File: config.mk
export PLATFORM = sky130hd
export DESIGN_NAME = control_unit
export DESIGN_NICKNAME = d
export VERILOG_FILES = /design/src/cpu_pkg.sv /design/src/control_unit.sv
export SDC_FILE = /design/constraint.sdc
export NUM_CORES = 1
export LEC_CHECK = 0
export ABC_AREA = 1
export BUFFER_PORTS_ARGS = -buffer_cell sky130_fd_sc_hd__buf_2
export CORE_AREA = 2 2 39 41
export DETAILED_ROUTE_END_ITERATION = 10
export DIE_AREA = 0 0 41 43
export PLACE_DENSITY_LB_ADDON = 0.05
export RECOVER_POWER = 100
export SLEW_MARGIN = 20
export SYNTH_ARGS = -nofsm -noshare
export SYNTH_HDL_FRONTEND = slang
export SYNTH_SLANG_ARGS = --single-unit
File: constraint.sdc
create_clock -name vclk -period 1
set_clock_uncertainty 0.1 [all_clocks]
set_input_delay 0.15 -clock vclk [all_inputs]
set_output_delay 0.15 -clock vclk [all_outputs]
set_load 0.05 [all_outputs]
File: src/cpu_pkg.sv
`default_nettype none

package cpu_pkg;

    localparam int NB_DATA      = 32;
    localparam int NB_REG       = 5;
    localparam int NB_MEM_WIDTH = 8;

    // Primary opcodes, MIPS32 encoding
    typedef enum logic [5:0] {
        OP_RTYPE = 6'h00,
        OP_J     = 6'h02,
        OP_BEQ   = 6'h04,
        OP_BNE   = 6'h05,
        OP_ADDIU = 6'h09,
        OP_SLTI  = 6'h0a,
        OP_ANDI  = 6'h0c,
        OP_ORI   = 6'h0d,
        OP_XORI  = 6'h0e,
        OP_LUI   = 6'h0f,
        OP_LW    = 6'h23,
        OP_SW    = 6'h2b
    } opcode_e;

    // R-type function field
    typedef enum logic [5:0] {
        F_SLL  = 6'h00,
        F_SRL  = 6'h02,
        F_ADDU = 6'h21,
        F_SUBU = 6'h23,
        F_AND  = 6'h24,
        F_OR   = 6'h25,
        F_XOR  = 6'h26,
        F_NOR  = 6'h27,
        F_SLT  = 6'h2a
    } funct_e;

    typedef enum logic [3:0] {
        ALU_ADD,
        ALU_SUB,
        ALU_AND,
        ALU_OR,
        ALU_XOR,
        ALU_NOR,
        ALU_SLT,
        ALU_SLL,
        ALU_SRL,
        ALU_LUI
    } alu_op_e;

    typedef struct packed {
        logic    reg_write;
        logic    mem_read;
        logic    mem_write;
        logic    mem_to_reg;
        logic    alu_src_imm;
        logic    reg_dest_rd;
        logic    zero_ext;
        logic    branch;
        logic    branch_ne;
        alu_op_e alu_op;
    } ctrl_t;

    typedef struct packed {
        logic               valid;
        logic [NB_DATA-1:0] pc_plus4;
        logic [NB_DATA-1:0] instr;
    } if_id_t;

    typedef struct packed {
        logic               valid;
        ctrl_t              ctrl;
        logic [NB_DATA-1:0] pc_plus4;
        logic [NB_DATA-1:0] data_a;
        logic [NB_DATA-1:0] data_b;
        logic [NB_DATA-1:0] imm;
        logic [NB_REG-1:0]  shamt;
        logic [NB_REG-1:0]  rt;
        logic [NB_REG-1:0]  rd;
    } id_ex_t;

    typedef struct packed {
        logic               valid;
        ctrl_t              ctrl;
        logic [NB_DATA-1:0] branch_addr;
        logic               zero;
        logic [NB_DATA-1:0] alu_result;
        logic [NB_DATA-1:0] data_b;
        logic [NB_REG-1:0]  dest;
    } ex_mem_t;

    typedef struct packed {
        logic               valid;
        logic               reg_write;
        logic               mem_to_reg;
        logic [NB_DATA-1:0] mem_data;
        logic [NB_DATA-1:0] alu_result;
        logic [NB_REG-1:0]  dest;
    } mem_wb_t;

endpackage

`default_nettype wire

File: src/control_unit.sv
`timescale 1ns/1ps
`default_nettype none

module control_unit import cpu_pkg::*; (
    input  wire [NB_DATA-1:0] i_instr,
    output ctrl_t             o_ctrl,
    output logic              o_jump
);

    opcode_e opcode;
    funct_e  funct;

    assign opcode = opcode_e'(i_instr[31:26]);
    assign funct  = funct_e'(i_instr[5:0]);

    always_comb begin
        o_ctrl = '0;
        o_jump = 1'b0;
        case (opcode)
            OP_RTYPE: begin
                o_ctrl.reg_write   = 1'b1;
                o_ctrl.reg_dest_rd = 1'b1;
                case (funct)
                    F_ADDU:  o_ctrl.alu_op = ALU_ADD;
                    F_SUBU:  o_ctrl.alu_op = ALU_SUB;
                    F_AND:   o_ctrl.alu_op = ALU_AND;
                    F_OR:    o_ctrl.alu_op = ALU_OR;
                    F_XOR:   o_ctrl.alu_op = ALU_XOR;
                    F_NOR:   o_ctrl.alu_op = ALU_NOR;
                    F_SLT:   o_ctrl.alu_op = ALU_SLT;
                    F_SLL:   o_ctrl.alu_op = ALU_SLL;
                    F_SRL:   o_ctrl.alu_op = ALU_SRL;
                    // unsupported function behaves as nop
                    default: o_ctrl = '0;
                endcase
            end
            OP_ADDIU, OP_SLTI, OP_LUI: begin
                o_ctrl.reg_write   = 1'b1;
                o_ctrl.alu_src_imm = 1'b1;
                o_ctrl.alu_op      = (opcode == OP_ADDIU) ? ALU_ADD :
                                     (opcode == OP_SLTI)  ? ALU_SLT : ALU_LUI;
            end
            OP_ANDI, OP_ORI, OP_XORI: begin
                o_ctrl.reg_write   = 1'b1;
                o_ctrl.alu_src_imm = 1'b1;
                o_ctrl.zero_ext    = 1'b1;
                o_ctrl.alu_op      = (opcode == OP_ANDI) ? ALU_AND :
                                     (opcode == OP_ORI)  ? ALU_OR  : ALU_XOR;
            end
            OP_LW: begin
                o_ctrl.reg_write   = 1'b1;
                o_ctrl.mem_read    = 1'b1;
                o_ctrl.mem_to_reg  = 1'b1;
                o_ctrl.alu_src_imm = 1'b1;
                o_ctrl.alu_op      = ALU_ADD;
            end
            OP_SW: begin
                o_ctrl.mem_write   = 1'b1;
                o_ctrl.alu_src_imm = 1'b1;
                o_ctrl.alu_op      = ALU_ADD;
            end
            OP_BEQ, OP_BNE: begin
                o_ctrl.branch    = 1'b1;
                o_ctrl.branch_ne = (opcode == OP_BNE);
                o_ctrl.alu_op    = ALU_SUB;
            end
            OP_J:    o_jump = 1'b1;
            default: o_ctrl = '0;
        endcase
    end

endmodule

`default_nettype wire

### Yosys cells after proc, flatten, opt, wreduce, memory -nomap -nowiden

Index checks and enable logic that the tools add are counted.

| storage, ports and cells | value |
|---|---|
| register bits | 0 |
| bits in latches | 0 |
| memory bits (writable) | 0 |
| bits in read-only memories | 0 |
| input bits | 32 |
| output and inout port bits | 14 |
| memories kept | 0 |

| operators by class | value |
|---|---|
| add/subtract/negate cells | 0 |
| multiply operators | 0 |
| divide/modulo/power cells | 0 |
| $lt $le $gt $ge | 0 |
| equal/unequal tests | 19 |
| shift-type cells | 0 |
| mux-type cells | 16 |
| bitwise gates (word level) | 0 |
| reduce and logical (&&, ||, !) cells | 8 |

Operators with widths:

| kind | count |
|---|---|
| 6-bit equality test, second input constant | 9 |
| 6-bit by 4-bit equality test with 1-bit output, second input constant | 6 |
| 4-bit case mux with 8 select lines | 1 |
| 4-bit case mux with 4 select lines | 1 |
| 6-bit by 2-bit equality test with 1-bit output, second input constant | 2 |
| 6-bit by 3-bit equality test with 1-bit output, second input constant | 2 |
| 6-bit logical NOT | 2 |
| 1-bit case mux with 2 select lines | 6 |
| 9-bit two-way mux | 1 |
| 9-bit OR reduction | 1 |
| 4-bit two-way mux | 2 |
| 8-bit OR reduction | 1 |
| 7-bit OR reduction | 1 |
| 3-bit two-way mux | 2 |
| 3-bit OR reduction | 2 |
| 2-bit case mux with 2 select lines | 1 |
| 1-bit two-way mux | 2 |
| 2-bit OR reduction | 1 |

### Longest topological paths before layout

| depth | value |
|---|---|
| depth after elaboration | 4 |
| depth in mapped cells | 7 |

### Worst setup path before layout

No wires, ideal clock.

| path | value |
|---|---|
| path type | input to output |
| from | input port i_instr[28] |
| to | output port o_ctrl[12] in the netlist's numbering |
| data arrival time | 1.587 ns |
| slack | -0.837 ns |
| stages | 5 |
| buffers on the path | 0 |
| cells stage by stage | nor2_1 > nand3_2 > nor2_1 > nor2_1 > nand3_1 |

RTL lines:

| what | line | RTL |
|---|---|---|
| start, declared | control_unit.sv:5 | `input wire [NB_DATA-1:0] i_instr,` |
| end, declared | control_unit.sv:6 | `output ctrl_t o_ctrl,` |

==> flow_metrics.py <==
metrics = {
    "outcome": {
        "run_status": "finished with violations",
        "failing_checks": "setup timing",
    },
    "sta": {
        "timing.final.setup_violations": 14,
        "slew_viol_final": 0,
        "grt_setup_unrepaired": "yes",
        "final_ws_setup_ns": -0.321,
        "number_of_hold_violations_in_the_final_report": 0,
        "worst_hold_slack_ns": 0.658,
        "worst_slew_pin_slew_ns": 0.233,
        "max-slew-margin-rel": 0.844,
        "period_needed_ns": 1.32,
        "highest_clock_frequency_the_design_can_meet_mhz": 757,
        "period_share": 1.32,
    },
    "routing": {
        "drtPass1Iterations": 4,
        "drc": 0,
        "drt-vias-per-instance": 4.76,
        "routed_vias": 681,
        "initialDrtViolationCount": 10,
        "avgRoutedWirePerCell_um": 11.2,
        "finalWirelength_mm": 1.61,
        "ant_nets": 0,
    },
    "worst_setup_path": {
        "cp_data_required_time_ns": 0.75,
        "cpMaxStageDelayCell": "nor2_1",
        "worst_setup_path_end_kind": "output port",
        "cp.arrival_ns": 1.07,
        "critical_path_class": "input pin to output port",
        "number_of_buffer_and_inverter_instances_along_the_worst_setup_path": 3,
        "crit_family": "buffers and inverters",
        "crit_chain": "buf_2, nor2_1, nand3_2, buf_4, nand4_1, buf_6",
        "largest_driver_fanout_on_the_critical_path": 4,
        "critPathLaunchType": "input pin",
        "crit_path_max_incr_delay_ns": 0.23,
    },
    "power_and_ir_drop": {
        "power.switching_fraction": 0.555,
        "comb_power_share": 1.000,
        "sequentialPowerShare": 0,
        "powerDensity_mw_per_mm2": 322,
        "intPower_w": 0.000168,
        "clock_group_share_of_total_power": 0,
        "leakagePower_nw": 0.571,
        "power_switching_w": 0.000209,
        "vdd_ir_drop_max_mv": 0.240,
    },
    "cells_and_area": {
        "layout.filler_cells": 82,
        "clkbuf_count": 0,
        "sequential_cell_area_sq_um": 0,
        "layout.sequential_cells": 0,
        "n_antenna_cell": 0,
        "layout.nets": 161,
        "synthToLayoutAreaGrowth_pct": 196,
        "final_cell_mix": "buf_6 (23), buf_4 (17), nor2_4 (11), nand3_2 (9), nand2_1 (8)",
        "post_route_cells_drive_above_1_share": 0.795,
        "finalInstanceArea_sq_mm": 0.00117,
        "final_common_cell": "buf_6",
    },
    "yosys": {
        "unique_masters_post_synth": 18,
        "post_synth_inst_count": 78,
        "ys_warn_count": 0,
        "synth.net_count": 110,
        "yosysSeqAreaShare": 0,
        "synth_area_per_cell_sq_um": 5.05,
        "syn_area_sq_um": 394,
    },
    "grt": {
        "grt_first_pass_wirelength_mm": 2.36,
        "grtUsageMet2": 0.350,
        "grt_max_degree": 7,
        "grt_busiest_layer": "met2",
        "grt_use_total": 0.179,
        "antenna_violations_before_repair": 0,
        "met3_usage": 0,
        "first_global_vias": 619,
        "grt_remaining_overflow": 0,
        "gr-usage-met1": 0.212,
    },
    "floorplan": {
        "io_pins": 46,
        "floorplan.die_area_sq_mm": 0.00176,
        "floorplan.die.height_um": 43,
        "dieWidth_um": 41,
        "placement_rows": 14,
        "floorplan.core_area_sq_mm": 0.00138,
        "floorplan.initialDensity": 0.285,
    },
    "placed_design": {
        "port_buffers": 26,
        "globalplace.congestion": 0.817,
        "detailed_place.area_sq_um": 803,
        "dpl.hpwl_mm": 1.10,
    },
    "hold_path": {
        "min_path_type": "input pin to output port",
    },
    "run": {
        "cap_violations": 0,
    },
}
## what timing repair did
action | CTS | global route
setup buffers | 1 | 5
setup endpoints to repair | 14 | 14
resized for setup | 49 | 38
hold buffers | 0 | 0
pin swaps | 10 | 10
## routing by layer
| metal | vias up | share of wire |
|---|---|---|
| li1 | 353 | - |
| met1 | 316 | 0.38 |
| met2 | 12 | 0.60 |
| met3 | 0 | 0.022 |
| met4 | 0 | 0 |
| met5 | - | 0 |
## tightest hold or removal path, delay by kind of cell
kind | cells | cell delay [ns]
buf+inv | 3 | 0.40
simple gates | 1 | 0.05
## cell type report
type | count | area [sq um] | area share
multi-input combinational | 65 | 603 | 0.517
tap | 16 | 20.0 | 0.0171
timing repair buffer | 50 | 497 | 0.426
inverter | 12 | 47.5 | 0.0407
## path summary, 6_finish.rpt
check / start / end / slack [ns] / cells after the start
setup / recovery: i_instr[26] / o_ctrl[8] / -0.32 / 6
hold / removal: i_instr[29] / o_ctrl[5] / 0.66 / 4
## per-stage QoR
| stage | util | cells | power [W] | setup TNS [ns] | setup WS (ns) |
|---|---|---|---|---|---|
| after floorplan | - | 78 | 0.000140 | -1.84 | -0.194 |
| after global placement | 0.580 | 138 | 0.000265 | -5.20 | -0.466 |
| after detailed placement | 0.580 | 138 | 0.000266 | -5.30 | -0.482 |
| after CTS | 0.717 | 139 | 0.000321 | -4.06 | -0.392 |
| after global routing | 0.844 | 143 | 0.000401 | -4.14 | -0.382 |
| final | 0.844 | 143 | 0.000376 | -3.45 | -0.321 |
## cell families after synthesis
logic type | synth area share
AO/OA/AOI/OAI | 0.0698
buffers and inverters | 0.133
AND/OR/NAND/NOR | 0.797
## synthesized netlist by cell type (2+ instances only)
cell      n  area (sq um)
nand3_1  15          75.1
nand4_1   3          18.8
nor2_2    3          18.8
nand2_1  13          48.8
o21ai_2   2          17.5
inv_2     2          7.51
nand2_2   3          18.8
nor2_1   18          67.6
inv_1    10          37.5
## power groups by stage
stage / Clock, W / Sequential (W) / Combinational (W)
finish: 0 / 0 / 0.000376
global route: 0 / 0 / 0.000401
CTS: 0 / 0 / 0.000321
detailed placement: 0 / 0 / 0.000266
global placement: 0 / 0 / 0.000265
floorplan: 0 / 0 / 0.000140
No activity file was read; power rests on OpenSTA's default activity.
