$ cat config.mk
export PLATFORM = sky130hd
export DESIGN_NAME = data_mem
export DESIGN_NICKNAME = d
export VERILOG_FILES = /design/src/cpu_pkg.sv /design/src/data_mem.sv
export SDC_FILE = /design/constraint.sdc
export NUM_CORES = 2
export LEC_CHECK = 0
export BUFFER_PORTS_ARGS = -buffer_cell sky130_fd_sc_hd__buf_4
export CAP_MARGIN = 20
export CORE_MARGIN = 2
export CORE_UTILIZATION = 60
export DETAILED_ROUTE_END_ITERATION = 8
export MAX_ROUTING_LAYER = met4
export PLACE_DENSITY_LB_ADDON = 0.2
export SYNTH_ARGS = -nofsm -noshare
export SYNTH_HDL_FRONTEND = slang
export SYNTH_SLANG_ARGS = --single-unit
$ cat constraint.sdc
create_clock -name i_clock -period 5.5 [get_ports i_clock]
set_input_delay 1.1 -clock i_clock [delete_from_list [all_inputs] [get_ports i_clock]]
set_output_delay 1.1 -clock i_clock [all_outputs]
set_load 0.01 [all_outputs]
$ cat src/cpu_pkg.sv
`default_nettype none

package cpu_pkg;

    localparam int NB_DATA      = 32;
    localparam int NB_REG       = 5;
    localparam int NB_MEM_WIDTH = 8;

    // Primary opcodes, MIPS32 encoding
    typedef enum logic [5:0] {
        OP_RTYPE = 6'h00,
        OP_J     = 6'h02,
        OP_BEQ   = 6'h04,
        OP_BNE   = 6'h05,
        OP_ADDIU = 6'h09,
        OP_SLTI  = 6'h0a,
        OP_ANDI  = 6'h0c,
        OP_ORI   = 6'h0d,
        OP_XORI  = 6'h0e,
        OP_LUI   = 6'h0f,
        OP_LW    = 6'h23,
        OP_SW    = 6'h2b
    } opcode_e;

    // R-type function field
    typedef enum logic [5:0] {
        F_SLL  = 6'h00,
        F_SRL  = 6'h02,
        F_ADDU = 6'h21,
        F_SUBU = 6'h23,
        F_AND  = 6'h24,
        F_OR   = 6'h25,
        F_XOR  = 6'h26,
        F_NOR  = 6'h27,
        F_SLT  = 6'h2a
    } funct_e;

    typedef enum logic [3:0] {
        ALU_ADD,
        ALU_SUB,
        ALU_AND,
        ALU_OR,
        ALU_XOR,
        ALU_NOR,
        ALU_SLT,
        ALU_SLL,
        ALU_SRL,
        ALU_LUI
    } alu_op_e;

    typedef struct packed {
        logic    reg_write;
        logic    mem_read;
        logic    mem_write;
        logic    mem_to_reg;
        logic    alu_src_imm;
        logic    reg_dest_rd;
        logic    zero_ext;
        logic    branch;
        logic    branch_ne;
        alu_op_e alu_op;
    } ctrl_t;

    typedef struct packed {
        logic               valid;
        logic [NB_DATA-1:0] pc_plus4;
        logic [NB_DATA-1:0] instr;
    } if_id_t;

    typedef struct packed {
        logic               valid;
        ctrl_t              ctrl;
        logic [NB_DATA-1:0] pc_plus4;
        logic [NB_DATA-1:0] data_a;
        logic [NB_DATA-1:0] data_b;
        logic [NB_DATA-1:0] imm;
        logic [NB_REG-1:0]  shamt;
        logic [NB_REG-1:0]  rt;
        logic [NB_REG-1:0]  rd;
    } id_ex_t;

    typedef struct packed {
        logic               valid;
        ctrl_t              ctrl;
        logic [NB_DATA-1:0] branch_addr;
        logic               zero;
        logic [NB_DATA-1:0] alu_result;
        logic [NB_DATA-1:0] data_b;
        logic [NB_REG-1:0]  dest;
    } ex_mem_t;

    typedef struct packed {
        logic               valid;
        logic               reg_write;
        logic               mem_to_reg;
        logic [NB_DATA-1:0] mem_data;
        logic [NB_DATA-1:0] alu_result;
        logic [NB_REG-1:0]  dest;
    } mem_wb_t;

endpackage

`default_nettype wire

$ cat src/data_mem.sv
`timescale 1ns/1ps
`default_nettype none

module data_mem import cpu_pkg::*; #(
    parameter int DMEM_DEPTH = 64
) (
    input  wire                i_clock,
    input  wire                i_write,
    input  wire [NB_DATA-1:0]  i_addr,
    input  wire [NB_DATA-1:0]  i_wdata,
    output logic [NB_DATA-1:0] o_rdata
);

    localparam int NB_IDX = $clog2(DMEM_DEPTH);

    logic [NB_DATA-1:0] mem [DMEM_DEPTH];
    logic [NB_IDX-1:0]  word_idx;

    // Word aligned, byte offset ignored
    assign word_idx = i_addr[NB_IDX+1:2];
    assign o_rdata  = mem[word_idx];

    always_ff @(posedge i_clock) begin
        if (i_write)
            mem[word_idx] <= i_wdata;
    end

endmodule

`default_nettype wire

* After elaboration in Yosys (flattened, before gate mapping)
Memory sizes are Yosys's and may differ from the RTL's.
Index checks and enable logic that the tools add are counted.
** Operators by class
- Multiplexer cells :: 2
** Operator list (count)
- 1-bit two-way mux :: 2
** Storage, ports and cells
- Flip-flop bits (word level) :: 0
- RAM bits :: 2048
- Output and inout port bits :: 32
- Logic and storage cells :: 3
- Memories kept :: 1
** Memory list
- mem :: words 64, width 32, read ports 1, clocked after memory_dff 0, wr ports 1, line data_mem.sv:16 : logic [NB_DATA-1:0] mem [DMEM_DEPTH];

* Longest topological paths before layout
- Word-level depth :: 2
- Mapped depth :: 13
- Gate-level depth less buffers :: 6

* Worst setup path before layout
OpenSTA, ideal clock, no wires.
- Kind :: input-to-output
- Start :: input i_addr[4]
- End :: output o_rdata[29]
- Arrival :: 3.315 ns
- Path slack :: 1.085 ns
- Cell stages on the path :: 7
- Cell sequence :: buf_2 -> buf_1 -> mux4_2 -> mux2i_1 -> nor2_1 -> or4b_1 -> or4_1
** On the way
- Word-level cells in the longest chain between the ends :: 1
** RTL lines
- from (decl) :: line data_mem.sv:9 : input wire [NB_DATA-1:0] i_addr,
- memory 64 x 32 bit
- to (decl) :: line data_mem.sv:11 : output logic [NB_DATA-1:0] o_rdata
No other way between the ends.

* Worst setup path in the final report
- Start :: input i_addr[2]
- End :: output o_rdata[6]
The elaborated chain is that of the path after synthesis.

==> metrics.yaml <==
power:
  netSwitchingFraction_pct: 21.5
  clock_power_share_pct: 39.9
  p_sw_mw: 6.85
  p_leak_nw: 28.7
  combPwrFrac_pct: 5.7
  total_power_mw: 31.9
  max-vdd-ir-drop_uv: 228
  internal_power_mw: 25.0
  seqPwrFrac_pct: 54.3
  power_per_cell_area_mw_per_mm2: 359
synth:
  synthDominantCellAreaShare_pct: 78.6
  post_synthesis_instance_area_sq_mm: 0.0783
  post_synth_inst_count: 4207
  synthDominantAreaCellType: "sky130_fd_sc_hd__edfxtp_1"
  flip_flop_cell_with_the_highest_count_after_synthesis: "sky130_fd_sc_hd__edfxtp_1"
  synth_top_cells_by_area: "sky130_fd_sc_hd__edfxtp_1, sky130_fd_sc_hd__mux2i_1, sky130_fd_sc_hd__mux4_2"
  main_combinational_cell_family_by_area_after_synthesis: "compound AO/OA/AOI/OAI gates"
  yosysWarningCount: 0
  sequential_area_share_after_synthesis_pct: 78.6
  synth_seq_cells: 2048
  mux_share_of_post_synthesis_cell_area_pct: 8.19
  synth.avg_cell_area_sq_um: 18.6
  yosys.area_share.simple_pct: 2.83
  post_synth_xor_area_fraction_pct: 0
  netlist-cell-type-count: 55
  synth_fp_nets: 4273
  synth-async-reset-ratio_pct: 0
  yosys.area_share.adder_pct: 0
  synth-edff-count: 2048
  synth-compound-area-share_pct: 8.73
route:
  detail_route.first_pass.iterations: 7
  vias_per_std_cell: 6.86
  routedWlPerCell_um: 32.2
  routed_wl_um: 204000
  drc: 0
  initialDrtViolationCount: 6662
  route.antenna.remaining_nets: 0
  vias: 43400
final_layout:
  max_ffs_per_register: 2048
  register_area_sq_mm: 0.0615
  multi_input_comb_area_sq_mm: 0.0161
  fin_util_pct: 68.6
  design.final.nets: 4484
  area.growth.synth_to_final_pct: 13.5
  drive_gt1_share_pct: 19.9
  top_register: "mem"
  instances_no_fill: 6328
  mostFrequentLayoutCells: "sky130_fd_sc_hd__edfxtp_1, sky130_fd_sc_hd__mux2i_1, sky130_fd_sc_hd__buf_4"
  layout.cells.most_common: "sky130_fd_sc_hd__edfxtp_1"
  layout_top_registers: "mem: 2048 flops"
  filler_cell_count: 8150
timing:
  period_share_pct: 98.5
  finalHoldWorstSlack_ns: 0.841
  max_clock_freq_mhz: 185
  slew_headroom_pct: 24.5
  unrepaired_setup_endpoints_after_global_routing: "no"
  timing.setup.tns_ns: 0
  setup_viol_count_final: 0
  final-max-slew-violation-count: 0
  tightest_slew_ns: 1.13
  hold_viol_final: 0
  period_needed_ns: 5.42
die:
  die_x_um: 365
  design.core.area_sq_mm: 0.129
  initial_core_util_pct: 60.5
  chipHeight_um: 365
  io_pins: 98
  floorplan.die_area_sq_mm: 0.133
  num_rows: 132
critical_path:
  critPathMaxStageDelay_ns: 0.66
  cp.arrival_ns: 4.32
  cp_slowest_cell: "sky130_fd_sc_hd__a2111oi_0"
  critical_path.n_buffers_inverters: 6
  cp_cell_sequence: "buf_12 > buf_12 > nor2_4 > buf_4 > buf_4 > and3_1 > nor4_1 > a31oi_1 > a2111oi_0 > buf_4 > nand3_1 > buf_4"
  cp.depth: 12
  criticalPathCategory: "in -> out"
  critical_path_peak_fanout: 41
  worstPathRequired_ns: 4.40
  timing.critical_path.to_type: "primary output"
  startpoint_type: "input port"
  cell_type_group_with_the_largest_total_delay_on_the_critical_path: "buffers and inverters"
  most_common_cell_type_on_the_critical_path: "sky130_fd_sc_hd__buf_4"
clock_network:
  clk_pin_slew_worst_paths_ns: 0.06
  cts_tree: "built"
  clock_sinks: 2048
  numCtsBuffers: 192
  postCtsHoldBufs: 0
  root_buffer: "sky130_fd_sc_hd__clkbuf_16"
  cts-root-to-sink-buffers: 3
  cts-htree-levels: 4
placement:
  gp_congestion: 0.896
  buffer_ports.inserted: 71
  dpl.cell_count: 5961
  dp_hpwl_um: 116000
worst_hold_path:
  holdPathStages: 1
  hold_path_startpoint: "i_wdata[15]"
  worst_hold_path_type: "in -> reg"
  worstHoldEndpoint: "mem[22][15]$_DFFE_PP_"
flow_run:
  drv.max_cap_violation_count: 0
global_routing:
  maximum_number_of_pins_on_one_net_before_global_route_repair: 76
  globalRouteOverflowTotal: 0
  number_of_global_route_vias_before_repair: 41500
  initial_antenna_violation_count: 15
  grt.total_usage_pct: 31.5
  grt_pass1_wl_um: 289000
status:
  run_status: "finished clean"
cell type report:
| class | count | area share (%) |
|---|---|---|
| inverter | 2 | 0.0169 |
| tap | 1742 | 2.45 |
| timing repair buffer | 314 | 3.44 |
| sequential | 2048 | 69.2 |
| clock inverter | 113 | 1.08 |
| clock buffer | 239 | 5.66 |
| multi-input combinational | 1860 | 18.1 |
| antenna | 10 | 0.0282 |
power by group through the flow:
stage	Sequential [mW]	Clock, mW	Combinational, mW
5_1_grt	17.3	13.4	1.91
3_3_place_gp	17.6	0	1.75
6_report	17.3	12.7	1.83
2_1_floorplan	17.6	0	0.864
3_5_place_dp	17.6	0	1.78
4_1_cts	17.3	12.8	1.79
timing repair:
item                       in CTS  in global routing
resized for setup               8                  3
pin swaps                       0                  2
setup endpoints to repair       5                  7
gates cloned                    0                  1
hold endpoints to repair        0                  0
buffers inserted                0                  3
stage by stage:
| step | worst slack [ns] | cell area (sq um) |
|---|---|---|
| 6_report | 0.0847 | 88800 |
| 5_1_grt | 0.000349 | 88800 |
| 4_1_cts | 0.0228 | 88700 |
| 3_5_place_dp | -0.290 | 82700 |
| 3_3_place_gp | -0.257 | 82700 |
| 2_1_floorplan | 1.09 | 78300 |
Yosys cell counts, types with 2 or more instances:
cell type and n:
sky130_fd_sc_hd__and3b_1 2, sky130_fd_sc_hd__edfxtp_1 2048, sky130_fd_sc_hd__nand4_1 3, sky130_fd_sc_hd__o22ai_1 93, sky130_fd_sc_hd__o21ai_0 84, sky130_fd_sc_hd__or3_1 4
sky130_fd_sc_hd__o221ai_1 6, sky130_fd_sc_hd__nor2b_1 8, sky130_fd_sc_hd__and3_1 85, sky130_fd_sc_hd__mux2_2 147, sky130_fd_sc_hd__nor2_1 145, sky130_fd_sc_hd__a31oi_1 43
sky130_fd_sc_hd__mux2i_1 259, sky130_fd_sc_hd__a221oi_1 175, sky130_fd_sc_hd__a22oi_1 188, sky130_fd_sc_hd__and2_1 5, sky130_fd_sc_hd__a22o_1 66, sky130_fd_sc_hd__or4b_1 14
sky130_fd_sc_hd__buf_6 2, sky130_fd_sc_hd__clkbuf_1 168, sky130_fd_sc_hd__or4_1 15, sky130_fd_sc_hd__nand3b_1 2, sky130_fd_sc_hd__o2bb2ai_1 15, sky130_fd_sc_hd__a21oi_1 121
sky130_fd_sc_hd__a211oi_1 17, sky130_fd_sc_hd__a222oi_1 16, sky130_fd_sc_hd__o311ai_0 2, sky130_fd_sc_hd__o22a_1 70, sky130_fd_sc_hd__nor3_1 22, sky130_fd_sc_hd__nand2b_1 18
sky130_fd_sc_hd__buf_12 3, sky130_fd_sc_hd__buf_2 83, sky130_fd_sc_hd__nand3_1 54, sky130_fd_sc_hd__nand2_1 28, sky130_fd_sc_hd__buf_1 33, sky130_fd_sc_hd__buf_4 8
sky130_fd_sc_hd__mux4_2 96, sky130_fd_sc_hd__a221o_1 15, sky130_fd_sc_hd__a2111oi_0 15, sky130_fd_sc_hd__nor4_1 14
worst max-delay path by stage:
| stage | from | to | slack [ns] |
|---|---|---|---|
| detailed placement | i_addr[2] | o_rdata[2] | -0.29 |
| floorplan | i_addr[4] | o_rdata[29] | 1.09 |
| global route | i_addr[2] | o_rdata[26] | 0.0003 |
| finish | i_addr[2] | o_rdata[6] | 0.08 |
| global placement | i_addr[2] | o_rdata[26] | -0.26 |
| CTS | i_addr[2] | o_rdata[26] | 0.02 |
layer usage:
metal / share of wire (%) / routed length, um / up-vias / global-route usage, %
met4: 2.9 / 5890 / 0 / 9.30
met2: 46 / 93100 / 2835 / 45.7
li1: - / - / 18000 / -
met3: 13 / 25500 / 372 / 7.66
met1: 39 / 79100 / 22300 / 44.9
met5: 0 / 0 / - / -
cells by family (layout without fill, tap and decap cells):
| family | after synthesis | count (layout) |
|---|---|---|
| AO/OA/AOI/OAI | 933 | 933 |
| AND/OR/NAND/NOR | 424 | 425 |
| buffers and inverters | 300 | 668 |
| multiplexers | 502 | 502 |
| other | 0 | 10 |
| flip-flops | 2048 | 2048 |
(Power assumes the default switching activity.)
