==> src/cpu_pkg.sv <==
`default_nettype none

package cpu_pkg;

    localparam int NB_DATA      = 32;
    localparam int NB_REG       = 5;
    localparam int NB_MEM_WIDTH = 8;

    // Primary opcodes, MIPS32 encoding
    typedef enum logic [5:0] {
        OP_RTYPE = 6'h00,
        OP_J     = 6'h02,
        OP_BEQ   = 6'h04,
        OP_BNE   = 6'h05,
        OP_ADDIU = 6'h09,
        OP_SLTI  = 6'h0a,
        OP_ANDI  = 6'h0c,
        OP_ORI   = 6'h0d,
        OP_XORI  = 6'h0e,
        OP_LUI   = 6'h0f,
        OP_LW    = 6'h23,
        OP_SW    = 6'h2b
    } opcode_e;

    // R-type function field
    typedef enum logic [5:0] {
        F_SLL  = 6'h00,
        F_SRL  = 6'h02,
        F_ADDU = 6'h21,
        F_SUBU = 6'h23,
        F_AND  = 6'h24,
        F_OR   = 6'h25,
        F_XOR  = 6'h26,
        F_NOR  = 6'h27,
        F_SLT  = 6'h2a
    } funct_e;

    typedef enum logic [3:0] {
        ALU_ADD,
        ALU_SUB,
        ALU_AND,
        ALU_OR,
        ALU_XOR,
        ALU_NOR,
        ALU_SLT,
        ALU_SLL,
        ALU_SRL,
        ALU_LUI
    } alu_op_e;

    typedef struct packed {
        logic    reg_write;
        logic    mem_read;
        logic    mem_write;
        logic    mem_to_reg;
        logic    alu_src_imm;
        logic    reg_dest_rd;
        logic    zero_ext;
        logic    branch;
        logic    branch_ne;
        alu_op_e alu_op;
    } ctrl_t;

    typedef struct packed {
        logic               valid;
        logic [NB_DATA-1:0] pc_plus4;
        logic [NB_DATA-1:0] instr;
    } if_id_t;

    typedef struct packed {
        logic               valid;
        ctrl_t              ctrl;
        logic [NB_DATA-1:0] pc_plus4;
        logic [NB_DATA-1:0] data_a;
        logic [NB_DATA-1:0] data_b;
        logic [NB_DATA-1:0] imm;
        logic [NB_REG-1:0]  shamt;
        logic [NB_REG-1:0]  rt;
        logic [NB_REG-1:0]  rd;
    } id_ex_t;

    typedef struct packed {
        logic               valid;
        ctrl_t              ctrl;
        logic [NB_DATA-1:0] branch_addr;
        logic               zero;
        logic [NB_DATA-1:0] alu_result;
        logic [NB_DATA-1:0] data_b;
        logic [NB_REG-1:0]  dest;
    } ex_mem_t;

    typedef struct packed {
        logic               valid;
        logic               reg_write;
        logic               mem_to_reg;
        logic [NB_DATA-1:0] mem_data;
        logic [NB_DATA-1:0] alu_result;
        logic [NB_REG-1:0]  dest;
    } mem_wb_t;

endpackage

`default_nettype wire

==> src/instr_fetch.sv <==
`timescale 1ns/1ps
`default_nettype none

module instr_fetch import cpu_pkg::*; #(
    parameter int IMEM_DEPTH = 64
) (
    input  wire                     i_clock,
    input  wire                     i_rst_n,
    input  wire                     i_pc_enable,
    input  wire                     i_write_enable,
    input  wire [NB_MEM_WIDTH-1:0]  i_write_data,
    input  wire                     i_jump,
    input  wire [NB_DATA-1:0]       i_jump_addr,
    input  wire                     i_branch_taken,
    input  wire [NB_DATA-1:0]       i_branch_addr,
    output if_id_t                  o_if_id
);

    localparam int NB_LOAD = $clog2(IMEM_DEPTH * 4);

    logic [NB_DATA-1:0]      pc;
    logic [NB_DATA-1:0]      pc_plus4;
    logic [NB_LOAD-1:0]      load_ptr;
    logic [NB_LOAD-3:0]      fetch_word;
    logic [NB_MEM_WIDTH-1:0] imem [IMEM_DEPTH][4];

    assign pc_plus4   = pc + NB_DATA'(4);
    assign fetch_word = pc[NB_LOAD-1:2];

    always_ff @(posedge i_clock or negedge i_rst_n) begin
        if (!i_rst_n) begin
            pc       <= '0;
            load_ptr <= '0;
        end else begin
            // Branch from MEM wins over jump from ID
            if (i_branch_taken)
                pc <= i_branch_addr;
            else if (i_jump)
                pc <= i_jump_addr;
            else if (i_pc_enable)
                pc <= pc_plus4;
            if (i_write_enable)
                load_ptr <= load_ptr + 1'b1;
        end
    end

    // Byte loads from the debug port
    always_ff @(posedge i_clock) begin
        if (i_write_enable)
            imem[load_ptr[NB_LOAD-1:2]][load_ptr[1:0]] <= i_write_data;
    end

    // Big-endian word assembly
    always_comb begin
        o_if_id.valid    = i_pc_enable & ~i_jump & ~i_branch_taken;
        o_if_id.pc_plus4 = pc_plus4;
        o_if_id.instr    = {imem[fetch_word][0], imem[fetch_word][1],
                            imem[fetch_word][2], imem[fetch_word][3]};
    end

endmodule

`default_nettype wire

==> config.mk <==
export PLATFORM = sky130hd
export DESIGN_NAME = instr_fetch
export DESIGN_NICKNAME = d
export VERILOG_FILES = /design/src/cpu_pkg.sv /design/src/instr_fetch.sv
export SDC_FILE = /design/constraint.sdc
export NUM_CORES = 2
export LEC_CHECK = 0
export BUFFER_PORTS_ARGS = -buffer_cell sky130_fd_sc_hd__buf_2
export CAP_MARGIN = 20
export CORE_MARGIN = 2
export CORE_UTILIZATION = 25
export CTS_CLUSTER_SIZE = 24
export DETAILED_ROUTE_END_ITERATION = 10
export GPL_ROUTABILITY_DRIVEN = 0
export HOLD_SLACK_MARGIN = 0.15
export PLACE_DENSITY = 0.39
export SYNTH_ARGS = -nofsm -noshare
export SYNTH_HDL_FRONTEND = slang
export SYNTH_SLANG_ARGS = --single-unit
==> constraint.sdc <==
create_clock -name i_clock -period 2.6 [get_ports i_clock]
set_input_delay 0.39 -clock i_clock [delete_from_list [all_inputs] [get_ports i_clock]]
set_output_delay 0.39 -clock i_clock [all_outputs]
set_load 0.05 [all_outputs]
==> Word level (Yosys, flattened, before mapping) <==
Memories as Yosys holds them, arrays and structs flattened.
Index checks and enable logic that the tools add are counted.
{ "word_totals": {"ff_bits": 40, "ram_bits": 2048, "output_inout_bits": 65, "word_cells": 21, "n_memories": 1} }
{ "classes": {"addsub": 2, "order_cmp": 2, "n_mux": 7, "n_bitwise": 5, "reduce_logical": 2} }
{ "memory_table": {"columns": ["name", "depth", "width", "rd", "rd_ports_with_merged_regs", "wr", "line_no", "source"], "rows": [
  ["imem", 64, 32, 1, 0, 1, "instr_fetch.sv:25", "logic [NB_MEM_WIDTH-1:0] imem [IMEM_DEPTH][4];"]
]} }
{ "op_table": {"columns": ["op", "count"], "rows": [
  ["$mux W32", 4],
  ["$add A32 B3 Y32 const B", 1],
  ["$demux W8 S2", 1],
  ["$add A8 B1 Y8 const B", 1],
  ["$mux W8", 1],
  ["$ge A3 B3 Y1 const B", 1],
  ["$lt A3 B1 Y1 const B", 1],
  ["$not A2 Y3", 1],
  ["$reduce_bool A3 Y1", 1],
  ["$and A1 B1 Y1", 2],
  ["$not A1 Y1", 2],
  ["$logic_and A1 B1 Y1", 1],
  ["$mux W1", 1]
]} }

==> Logic depth before layout (Yosys ltp) <==
{ "logic_depth": {"word_depth": 6, "mapped_depth": 9} }

==> Worst setup path before layout <==
No wires, ideal clock.
{ "synth_path": {"kind": "flip-flop to output port", "from": "reg pc[3]", "to": "out o_if_id[30] in the netlist's numbering", "t_arrival_ps": 2523, "t_required_ps": 2210, "slack_ps": -313, "stages_incl_launch_ff": 10, "path_buffers": 4, "path_cell_list": "dfrtp_1 > buf_4 > buf_2 > buf_2 > buf_1 > mux4_2 > mux2i_1 > mux2i_1 > mux2i_1 > a21oi_1"} }
{ "synth_rtl": {"columns": ["item", "line_no", "source"], "rows": [
  ["from (decl)", "instr_fetch.sv:21", "logic [NB_DATA-1:0] pc;"],
  ["from (signal assigned)", "instr_fetch.sv:37", "pc <= i_branch_addr;"],
  ["from (signal assigned)", "instr_fetch.sv:39", "pc <= i_jump_addr;"],
  ["from (signal assigned)", "instr_fetch.sv:41", "pc <= pc_plus4;"],
  ["to (decl)", "instr_fetch.sv:16", "output if_id_t o_if_id"]
]} }

==> metrics.csv <==
stage,metric,value,unit
layout,# nets final,4806,
clock_network,Clock Tree Root,clkbuf_16,
critical_path,R2R setup slack,-0.36,ns
detailed_routing,final wirelength,248000,um
outcome,failing checks,setup timing,
sta,Tcrit/Tclk final,156,%
synthesis,share of the synthesized area in the top cell type,75.2,%
synthesis,largest family of logic cells by synthesized area,multiplexers,
synthesis,synthesized area,0.0818,sq mm
clock_network,clock tree sinks,2088,
synthesis,Seq cells post-synth,2088,
synthesis,mux cell area share after synthesis,17.6,%
synthesis,Synth top cells by count,"2048 x edfxtp_1, 605 x mux4_2, 279 x nor2_1",
synthesis,Post-Synth XOR/XNOR Area,0.428,%
floorplanning,DIE AREA,0.332,sq mm
synthesis,synthesized-area fraction occupied by and/or/nand/nor cells,2.74,%
floorplanning,Core ar.,0.327,sq mm
layout,layout cell share with drive strength beyond 1,40.6,%
layout,filler instances,31200,
power,Static Leak,0.0337,uW
floorplanning,Starting Density,25.1,%
layout,final core utilization,32.0,%
critical_path,Required @ worst endpoint,2.21,ns
critical_path,RR Endpoint,pc[28],
detailed_routing,via count,41600,
grt,GRT Util Overall,14.7,%
clock_network,total CTS buffers,231,
critical_path,CP Max Fanout,9,
detailed_routing,DR pass1 iterations,6,
outcome,status,"finished, violations left",
synthesis,post-synthesis instance total,3737,
layout,fin cells,9265,
synthesis,Area contributors post-synth,"edfxtp_1 75%, mux4_2 17%, nor2_1 1.3%",
run,Max-Cap Viols,0,
detailed_routing,starting DRC count in detailed routing,3650,
placement,port bufs,142,
detailed_routing,post-route ant nets,0,
placement,Placement Setup Slack,-1.07,ns
sta,final hold violations,0,
power,PwrDens,787,mW/mm^2
synthesis,"EDFF count, synth",2048,
grt,grt ovf,0,
synthesis,Adder-Cell Fraction of Synth Area,0.0764,%
sta,setup slack after layout,-1.45,ns
detailed_routing,WL per Instance,26.8,um
synthesis,leading area contributor after synthesis,edfxtp_1,
synthesis,fraction of registers with async set or reset after synthesis,1.92,%
sta,RSZ-0062 raised after global routing,true,
synthesis,prevailing post-synth register cell,edfxtp_1,
grt,global-route wire length before repair,347000,um
sta,fin crit period,4.05,ns
sta,Max Clock Freq,0.247,GHz
layout,P&R area growth vs syn,27.8,%
synthesis,"Seq/Total Area, Yosys",76.4,%
clock_network,CTS max path bufs,4,
synthesis,syn nets,3820,
grt,pin count of the biggest net entering global routing,90,
synthesis,syn avg cell area,21.9,sq um
critical_path,Reg2Reg Depth,16,
synthesis,Synth cell types,56,
clock_network,Worst-Skew Late Latency,0.89,ns
sta,Final setup viols,79,
clock_network,H-tree levels,4,
critical_path,CP Capture Type,output port,
sta,Worst Tran Pin Value,0.862,ns
detailed_routing,number of remaining DRC errors,0,
critical_path,critical path class,flip-flop to output port,
grt,number of global-route vias before repair,43600,
placement,Cells after DPL,8670,
power,worst vdd ir,0.644,mV
sta,Slew HR,42.5,%
floorplanning,die height,576,um
sta,Worst Clk Skew,0.0443,ns
floorplanning,Die Wd,576,um
layout,area of the multi-input gates,0.0194,sq mm
synthesis,Syn. warnings,0,
critical_path,Worst EP arrival,3.66,ns
sta,Fin Hold WS,0.273,ns
grt,initial antenna violation count,12,
sta,max-slew violation count,0,
placement,Post-DP HPWL,159000,um
critical_path,startpoint types,flip-flop,
floorplanning,I/O Pins,143,
synthesis,most common cell in the netlist,edfxtp_1,
critical_path,R2R Path Start,pc[2],
layout,FF/Latch Area,0.0625,sq mm
worst_hold_path,worst min-delay path category,input pin to asynchronous set/reset pin,
floorplanning,Core Rows,210,
synthesis,Synth Area in Compound Gates,1.42,%
clock_network,"Reg clk slew, reported paths",0.06,ns
detailed_routing,vias per std cell,4.49,
clock_network,CTS tree,yes,
==> cells by family (layout without fill, tap and decap cells) <==
| logic type | Yosys count | after routing |
|---|---|---|
| mux | 681 | 681 |
| flops | 2088 | 2088 |
| compound gates | 173 | 173 |
| simple gates | 510 | 510 |
| buf+inv | 240 | 1417 |
| xor+xnor | 40 | 40 |
| fa+ha+maj | 5 | 5 |
| other cells | 0 | 5 |
==> area by class of cell <==
class | count | share of cell area [%]
antenna | 5 | 0.0120
clock buffer | 292 | 5.81
clock inverter | 132 | 1.16
inverter | 14 | 0.0574
multi-input combinational | 1409 | 18.5
sequential | 2088 | 59.8
tap | 4346 | 5.20
timing repair buffer | 979 | 9.45
==> registers in the layout, indices dropped and copies added, names as in the netlist <==
name / cells
imem: 2048
pc: 32
load_ptr: 8
==> repair_timing <==
action,4_1_cts,5_1_grt
pin swaps,34,27
cloned,10,4
setup buffers,48,22
hold endpoints to repair,790,0
hold buffers,90,0
resized for setup,337,97
setup endpoints to repair,82,88
==> report_power, final <==
part           internal [uW]  total, uW  leakage (uW)  switching, uW
logic                   5320      12800        0.0113           7510
registers              37300      37500        0.0189            194
clock network          18500      32000       0.00354          13500
==> per-stage QoR <==
stage	TNS, ns	total power, uW	instance area, sq um
finish	-75.39	82300	105000
global route	-85.22	85200	105000
CTS	-83.24	83400	104000
detailed placement	-34.64	49900	93600
global placement	-33.38	49900	93600
floorplan	-0.553	43900	82100
==> worst max path at each step <==
| stage | start | depth (start not counted) | slack [ns] | to |
|---|---|---|---|---|
| 6_report | pc[2] | 9 | -1.45 | o_if_id[25] |
| 5_1_grt | pc[2] | 10 | -1.54 | o_if_id[8] |
| 4_1_cts | pc[2] | 9 | -1.58 | o_if_id[8] |
| 3_5_place_dp | pc[2] | 8 | -1.07 | o_if_id[8] |
| 3_3_place_gp | pc[2] | 8 | -1.12 | o_if_id[8] |
| 2_1_floorplan | pc[2] | 7 | -0.06 | o_if_id[21] |
==> metal layers <==
| layer | wire [um] | GRT usage, % | part of all wire (%) |
|---|---|---|---|
| met3 | 10800 | 2.12 | 4.3 |
| met5 | 7 | 0 | 0.0028 |
| met2 | 120000 | 24.5 | 48 |
| met4 | 5890 | 3.75 | 2.4 |
| met1 | 111000 | 20.3 | 45 |
==> placed cells by master, fill, tap and decap left out, drive strengths merged, types with 11 or more instances in the layout <==
cell type    Yosys  layout
and3            12      12
a22oi           13      13
a211oi          26      26
xnor2           23      23
dlygate4sd3      0      89
and2            14      14
dfrtp           40      40
o22ai           58      58
nor2           279     279
nand4           11      11
nand2           91      91
clkbuf         119     296
nand3           15      15
mux2i           73      73
mux4           605     605
a21oi           21      21
inv             11      18
bufinv           0      21
nor3            48      48
buf            107     885
xor2            17      17
clkinv           3     100
edfxtp        2048    2048
o21ai           18      18
==> critical path, cell delays in order, from the launching register on <==
cell and delay, ns:
dfrtp_4 0.46, buf_12 0.21, buf_16 0.18, buf_4 0.13
buf_12 0.13, mux4_2 0.54, mux4_2 0.51, o22a_1 0.26
o31a_2 0.17, buf_8 0.17
Power figures use the tool's default switching activity.
