File: config.mk
export PLATFORM = sky130hd
export DESIGN_NAME = reg_file
export DESIGN_NICKNAME = d
export VERILOG_FILES = /design/src/cpu_pkg.sv /design/src/reg_file.sv
export SDC_FILE = /design/constraint.sdc
export NUM_CORES = 2
export LEC_CHECK = 0
export BUFFER_PORTS_ARGS = -buffer_cell sky130_fd_sc_hd__buf_2
export CELL_PAD_IN_SITES_DETAIL_PLACEMENT = 0
export CELL_PAD_IN_SITES_GLOBAL_PLACEMENT = 1
export CORE_ASPECT_RATIO = 1.75
export CORE_UTILIZATION = 54
export DETAILED_ROUTE_END_ITERATION = 10
export GPL_ROUTABILITY_DRIVEN = 0
export PLACE_DENSITY = 0.87
export SLEW_MARGIN = 20
export SYNTH_ARGS = -nofsm -noshare
export SYNTH_HDL_FRONTEND = slang
export SYNTH_SLANG_ARGS = --single-unit
File: constraint.sdc
create_clock -name i_clock -period 3.4 [get_ports i_clock]
set_clock_uncertainty 0.2 [all_clocks]
set_input_delay 0.68 -clock i_clock [delete_from_list [all_inputs] [get_ports i_clock]]
set_output_delay 0.68 -clock i_clock [all_outputs]
set_load 0.005 [all_outputs]
File: src/cpu_pkg.sv
`default_nettype none

package cpu_pkg;

    localparam int NB_DATA      = 32;
    localparam int NB_REG       = 5;
    localparam int NB_MEM_WIDTH = 8;

    // Primary opcodes, MIPS32 encoding
    typedef enum logic [5:0] {
        OP_RTYPE = 6'h00,
        OP_J     = 6'h02,
        OP_BEQ   = 6'h04,
        OP_BNE   = 6'h05,
        OP_ADDIU = 6'h09,
        OP_SLTI  = 6'h0a,
        OP_ANDI  = 6'h0c,
        OP_ORI   = 6'h0d,
        OP_XORI  = 6'h0e,
        OP_LUI   = 6'h0f,
        OP_LW    = 6'h23,
        OP_SW    = 6'h2b
    } opcode_e;

    // R-type function field
    typedef enum logic [5:0] {
        F_SLL  = 6'h00,
        F_SRL  = 6'h02,
        F_ADDU = 6'h21,
        F_SUBU = 6'h23,
        F_AND  = 6'h24,
        F_OR   = 6'h25,
        F_XOR  = 6'h26,
        F_NOR  = 6'h27,
        F_SLT  = 6'h2a
    } funct_e;

    typedef enum logic [3:0] {
        ALU_ADD,
        ALU_SUB,
        ALU_AND,
        ALU_OR,
        ALU_XOR,
        ALU_NOR,
        ALU_SLT,
        ALU_SLL,
        ALU_SRL,
        ALU_LUI
    } alu_op_e;

    typedef struct packed {
        logic    reg_write;
        logic    mem_read;
        logic    mem_write;
        logic    mem_to_reg;
        logic    alu_src_imm;
        logic    reg_dest_rd;
        logic    zero_ext;
        logic    branch;
        logic    branch_ne;
        alu_op_e alu_op;
    } ctrl_t;

    typedef struct packed {
        logic               valid;
        logic [NB_DATA-1:0] pc_plus4;
        logic [NB_DATA-1:0] instr;
    } if_id_t;

    typedef struct packed {
        logic               valid;
        ctrl_t              ctrl;
        logic [NB_DATA-1:0] pc_plus4;
        logic [NB_DATA-1:0] data_a;
        logic [NB_DATA-1:0] data_b;
        logic [NB_DATA-1:0] imm;
        logic [NB_REG-1:0]  shamt;
        logic [NB_REG-1:0]  rt;
        logic [NB_REG-1:0]  rd;
    } id_ex_t;

    typedef struct packed {
        logic               valid;
        ctrl_t              ctrl;
        logic [NB_DATA-1:0] branch_addr;
        logic               zero;
        logic [NB_DATA-1:0] alu_result;
        logic [NB_DATA-1:0] data_b;
        logic [NB_REG-1:0]  dest;
    } ex_mem_t;

    typedef struct packed {
        logic               valid;
        logic               reg_write;
        logic               mem_to_reg;
        logic [NB_DATA-1:0] mem_data;
        logic [NB_DATA-1:0] alu_result;
        logic [NB_REG-1:0]  dest;
    } mem_wb_t;

endpackage

`default_nettype wire

File: src/reg_file.sv
`timescale 1ns/1ps
`default_nettype none

module reg_file import cpu_pkg::*; (
    input  wire                i_clock,
    input  wire                i_rst_n,
    input  wire [NB_REG-1:0]   i_rs,
    input  wire [NB_REG-1:0]   i_rt,
    input  wire                i_we,
    input  wire [NB_REG-1:0]   i_wr_reg,
    input  wire [NB_DATA-1:0]  i_wr_data,
    output logic [NB_DATA-1:0] o_data_a,
    output logic [NB_DATA-1:0] o_data_b
);

    logic [NB_DATA-1:0] regs [2**NB_REG];

    // r0 is hardwired, a write in the same cycle is seen by the reader
    function automatic logic [NB_DATA-1:0] read_port(input logic [NB_REG-1:0] idx);
        if (idx == '0)
            return '0;
        if (i_we && (idx == i_wr_reg))
            return i_wr_data;
        return regs[idx];
    endfunction

    always_comb begin
        o_data_a = read_port(i_rs);
        o_data_b = read_port(i_rt);
    end

    always_ff @(posedge i_clock or negedge i_rst_n) begin
        if (!i_rst_n) begin
            for (int i = 0; i < 2**NB_REG; i++)
                regs[i] <= '0;
        end else if (i_we && (i_wr_reg != '0)) begin
            regs[i_wr_reg] <= i_wr_data;
        end
    end

endmodule

`default_nettype wire

# --- Word-level counts from Yosys, hierarchy flattened ---
# Index checks and enable logic that the tools add are counted.
op_classes:
  n_reduce_logical: 7
  magnitude_cmp: 4
  n_bitwise: 3
  n_eq_ne: 2
  muxes: 23
ops:
  columns: ["operator", "count"]
  rows:
  - ["$bwmux 1024", 1]
  - ["$mux 32", 13]
  - ["$bmux 32 s5", 2]
  - ["$demux 32 s5", 1]
  - ["$ge 6x6->1 const B", 3]
  - ["$not 5->6", 3]
  - ["$eq 5x5->1", 2]
  - ["$logic_not 5->1", 2]
  - ["$lt 6x1->1 const B", 1]
  - ["$mux 1", 6]
  - ["$reduce_bool 5->1", 1]
  - ["$logic_and 1x1->1", 4]
word_totals:
  in_bits: 50
  elab_cells: 71
  ff_bits: 1024

# --- Logic depth before layout (Yosys ltp) ---
logic_depth:
  word_depth: 6
  ltp_mapped: 10

# --- Worst setup path after synthesis ---
# No wires, ideal clock.
synth_timing:
  path_type: "input to output"
  start: "input port i_rt[0]"
  end: "output port o_data_b[2]"
  slack_ps: 249
  n_path_buf: 3
  path_stages: 7
  t_arrival_ps: 2271
  t_required_ps: 2520
  path_cell_list: "buf_6 -> buf_6 -> buf_2 -> mux4_2 -> a22oi_1 -> o21ai_0 -> a221o_1"
synth_between:
  elab_chain_len: 6
synth_lines:
  columns: ["element", "line_no", "rtl"]
  rows:
  - ["from (decl)", "reg_file.sv:8", "input wire [NB_REG-1:0] i_rt,"]
  - ["$not 5->6 (implied by the code) / $eq 5x5->1 (equally long branches)", "reg_file.sv:24, reg_file.sv:22", null]
  - ["$bmux 32 s5 / $logic_and 1x1->1 (equally long branches)", "reg_file.sv:24, reg_file.sv:22", null]
  - ["$mux 32 (implied by the code) / $mux 1 (equally long branches) (2 in series)", "reg_file.sv:24, reg_file.sv:22", null]
  - ["$mux 32", "reg_file.sv:24", "return regs[idx];"]
  - ["$mux 32 *", "reg_file.sv:22", "if (i_we && (idx == i_wr_reg))"]
  - ["to (decl)", "reg_file.sv:13", "output logic [NB_DATA-1:0] o_data_b"]
# Mark *: on every way between the ends. The rest lies on a longest branch, timed or not. The select of a mux whose other input is x is not followed.

# --- Final worst setup path ---
layout_timing:
  start: "input port i_rs[0]"
  end: "output port o_data_a[19]"
layout_between:
  elab_chain_len: 6
layout_lines:
  columns: ["element", "line_no", "rtl"]
  rows:
  - ["from (decl)", "reg_file.sv:7", "input wire [NB_REG-1:0] i_rs,"]
  - ["$not 5->6 (implied by the code) / $eq 5x5->1 (equally long branches)", "reg_file.sv:24, reg_file.sv:22", null]
  - ["$bmux 32 s5 / $logic_and 1x1->1 (equally long branches)", "reg_file.sv:24, reg_file.sv:22", null]
  - ["$mux 32 (implied by the code) / $mux 1 (equally long branches) (2 in series)", "reg_file.sv:24, reg_file.sv:22", null]
  - ["$mux 32", "reg_file.sv:24", null]
  - ["$mux 32 *", "reg_file.sv:22", null]
  - ["to (decl)", "reg_file.sv:12", "output logic [NB_DATA-1:0] o_data_a,"]
# Marked as above.

==> impl_metrics.ini <==
[outcome]
result_of_the_run = finished, violations left
violations = negative setup slack

[power_and_ir_drop]
worst_ir_drop_vdd_mv = 0.492
leakage_uw = 0.0303
design_power_total_uw = 37100
power_switching_share = 0.292
netSwitchingPower_uw = 10800
power.share.combinational = 0.247
power.share.clock = 0.311
power.internal_uw = 26200
seqPwrFrac = 0.443
power_density_mw_per_mm2 = 541

[yosys]
synth-warning-count = 0
postSynthRegisterBits = 1024
synth.cell_area_mm2 = 0.0553
synthDistinctLibCells = 53
synth_enable_flop_cells = 0
synth.area.top_cells = sky130_fd_sc_hd__dfrtp_1, sky130_fd_sc_hd__mux2_2, sky130_fd_sc_hd__mux4_2
mappedNetlistNets = 3920
synthArstFlopShare = 1.00
synthesis.area_per_instance_um2 = 14.3
postSynth.topFlopCell = sky130_fd_sc_hd__dfrtp_1
netlist.area_leader.share = 0.463
synth.largest_area_cell = sky130_fd_sc_hd__dfrtp_1
sequential_cell_area_fraction_in_the_yosys_report = 0.463
syn-instance-count = 3870

[detailed_routing]
drt-vias-per-instance = 7.25
first_pass_iters = 6
route.detailed.wl_per_inst_um = 36.8
ant_nets = 0
route.detailed.drc = 0
detailroute.via_count = 41397
drt-total-wl_um = 210000
drt_first_iter_violations = 4992

[finish]
top_regs = regs (1024)
final_util = 0.678
largest_reg_flops = 1024
layout-area-overhead-vs-synth_pct = 23.9
num-fill-cells = 6651
final_nets = 4349
register_with_the_highest_flop_count = regs
stdcell_area_mm2 = 0.0685
finalNonFillerCells = 5713
post_route_cells_drive_above_1_share = 0.587
layout.cells.most_common = sky130_fd_sc_hd__dfrtp_1
layout.cells.most_common_list = sky130_fd_sc_hd__dfrtp_1, sky130_fd_sc_hd__mux2_2, sky130_fd_sc_hd__buf_4

[clock_tree]
numClockSinks = 1024
cts_inserted_buffers = 95
cts.root.buffer_cell = sky130_fd_sc_hd__clkbuf_16
worst_setup_hold_path_clk_slew_ps = 70
cts-root-to-sink-buffers = 3
ctsHtreeMaxLevel = 3
clock_latency_at_the_later_pin_of_the_worst_skew_pair_ps = 740
cts_tree = yes

[setup_path]
cp.arrival_ps = 2750
timing.critical_path.to_type = output port
timing.critical_path.required_ps = 2520
crit_type = primary input to output port
largest_fanout_of_any_net_on_the_critical_path = 8
worst_setup_path_start_kind = primary input

[timing]
worst-slew-pin-transition_ps = 765
fin_crit_ps = 3630
slew_violations = 0
relSlewSlack = 0.490
final_min_period_over_clock_period = 1.07
fin_ws_ps = -225
setup_violations = 59
fmax_ghz = 0.276
final-hold-violation-count = 0
grt_setup_unrepaired = true

[place]
dp_hpwl_um = 130000
numPlacedInstances = 5378
dpl_cell_area_mm2 = 0.0608
preCtsSetupSlack_ps = -386
portBuffers = 113

[global_routing]
grt_antenna_before_repair = 23
track_usage = 0.397
global_route.overflow_total = 0
grt_start_max_net_pins = 115
first_global_vias = 42803
grt_pass1_wl_um = 295000

[floorplan]
placementRows = 154
floorplan.die_area_mm2 = 0.104
io_pins = 114
fp.dieH_um = 425
floorplan.initialDensity = 0.548
fp.dieW_um = 244
core-area_mm2 = 0.101

[worst_hold_path]
min_path_type = primary input to flop

[run]
drv_cap = 0
## layout make-up
| type | instances | area [um^2] | area share |
|---|---|---|---|
| Antenna cell | 12 | 30.0 | 0.000438 |
| Clock buffer | 138 | 2820 | 0.0412 |
| Clock inverter | 35 | 463 | 0.00676 |
| Inverter | 1 | 3.75 | 0.0000548 |
| Multi-Input combinational cell | 2405 | 29300 | 0.427 |
| Sequential cell | 1024 | 25600 | 0.374 |
| Tap cell | 1326 | 1660 | 0.0242 |
| Timing Repair Buffer | 772 | 8620 | 0.126 |
## timing repair
action | in CTS | in global routing
gates resized for setup | 309 | 184
pin swaps | 94 | 89
hold endpoints to repair | 32 | 0
hold buffers | 1 | 0
gates cloned | 26 | 10
setup endpoints to repair | 64 | 64
setup buffers | 77 | 59
## worst max-delay path, stage by stage
cell and delay [ps]:
sky130_fd_sc_hd__buf_16 140, sky130_fd_sc_hd__buf_12 150, sky130_fd_sc_hd__xor2_1 160, sky130_fd_sc_hd__nor4_2 390, sky130_fd_sc_hd__buf_4 210, sky130_fd_sc_hd__nand3_4 110
sky130_fd_sc_hd__buf_12 190, sky130_fd_sc_hd__buf_12 150, sky130_fd_sc_hd__o311a_4 130, sky130_fd_sc_hd__a21oi_4 170, sky130_fd_sc_hd__buf_6 140, sky130_fd_sc_hd__buf_6 100
## path summary, 6_finish.rpt
| path | from | to | slack, ps | cells past startpoint |
|---|---|---|---|---|
| max | i_rs[0] | o_data_a[19] | -230 | 12 |
| min | i_wr_data[27] | regs[731] | 100 | 2 |
| max reg2reg | regs[130] | regs[130] | 2260 | 2 |
| min reg2reg | regs[1015] | regs[1015] | 200 | 0 |
| max in group asynchronous | i_rst_n | regs[927] | 1700 | 4 |
| min in group asynchronous | i_rst_n | regs[52] | 240 | 2 |
## cells in the mapped netlist, types with 10 or more instances
cell                           n
sky130_fd_sc_hd__a211oi_1     11
sky130_fd_sc_hd__buf_6        20
sky130_fd_sc_hd__buf_4        44
sky130_fd_sc_hd__o221a_2      20
sky130_fd_sc_hd__clkbuf_1    222
sky130_fd_sc_hd__nand2_1     116
sky130_fd_sc_hd__o22ai_1      18
sky130_fd_sc_hd__a21oi_1      84
sky130_fd_sc_hd__and3_1       10
sky130_fd_sc_hd__o221ai_1     17
sky130_fd_sc_hd__mux2_2      989
sky130_fd_sc_hd__o22a_1       20
sky130_fd_sc_hd__buf_2        93
sky130_fd_sc_hd__a31oi_1      17
sky130_fd_sc_hd__mux2i_1     337
sky130_fd_sc_hd__mux4_2      371
sky130_fd_sc_hd__o2111ai_1    24
sky130_fd_sc_hd__nor2_1       24
sky130_fd_sc_hd__o2bb2ai_1    11
sky130_fd_sc_hd__o211ai_1     17
sky130_fd_sc_hd__a22o_1       10
sky130_fd_sc_hd__a22oi_1     162
sky130_fd_sc_hd__nand3_1      23
sky130_fd_sc_hd__o21ai_0      25
sky130_fd_sc_hd__buf_1        55
sky130_fd_sc_hd__dfrtp_1    1024
## per-stage QoR
| step | hold slack [ps] | TNS (ps) |
|---|---|---|
| after CTS | 84.3 | -1560 |
| after global routing | 104 | -6100 |
| after detailed placement | 184 | -11780 |
| after global placement | 177 | -15920 |
| after floorplan | 184 | 0 |
| final | 100 | -6670 |
## logic make-up after synthesis
family / after synthesis / share of synthesized area
and+or+nand+nor: 232 / 0.0199
buffers and inverters: 442 / 0.0396
DFF: 1024 / 0.463
xor gates and xnor gates: 10 / 0.00158
AOI/OAI and AO/OA: 457 / 0.0602
muxes: 1705 / 0.415
## power groups by stage
stage	Sequential [uW]	Combinational [uW]	Clock, uW
3_5_place_dp	16500	7920	0
5_1_grt	16600	9540	12000
4_1_cts	16200	8590	11500
3_3_place_gp	16200	7720	0
6_report	16400	9150	11500
2_1_floorplan	15800	5480	0
## layer usage
layer / global-route usage / vias to the layer above / part of all wire
met4: 0.352 / 12 / 0.11
met2: 0.625 / 3061 / 0.47
met1: 0.444 / 21394 / 0.32
met3: 0.105 / 1160 / 0.11
li1: - / 15770 / -
met5: 0 / - / 0.00038
Note: power is estimated with default switching activity, not from simulation.
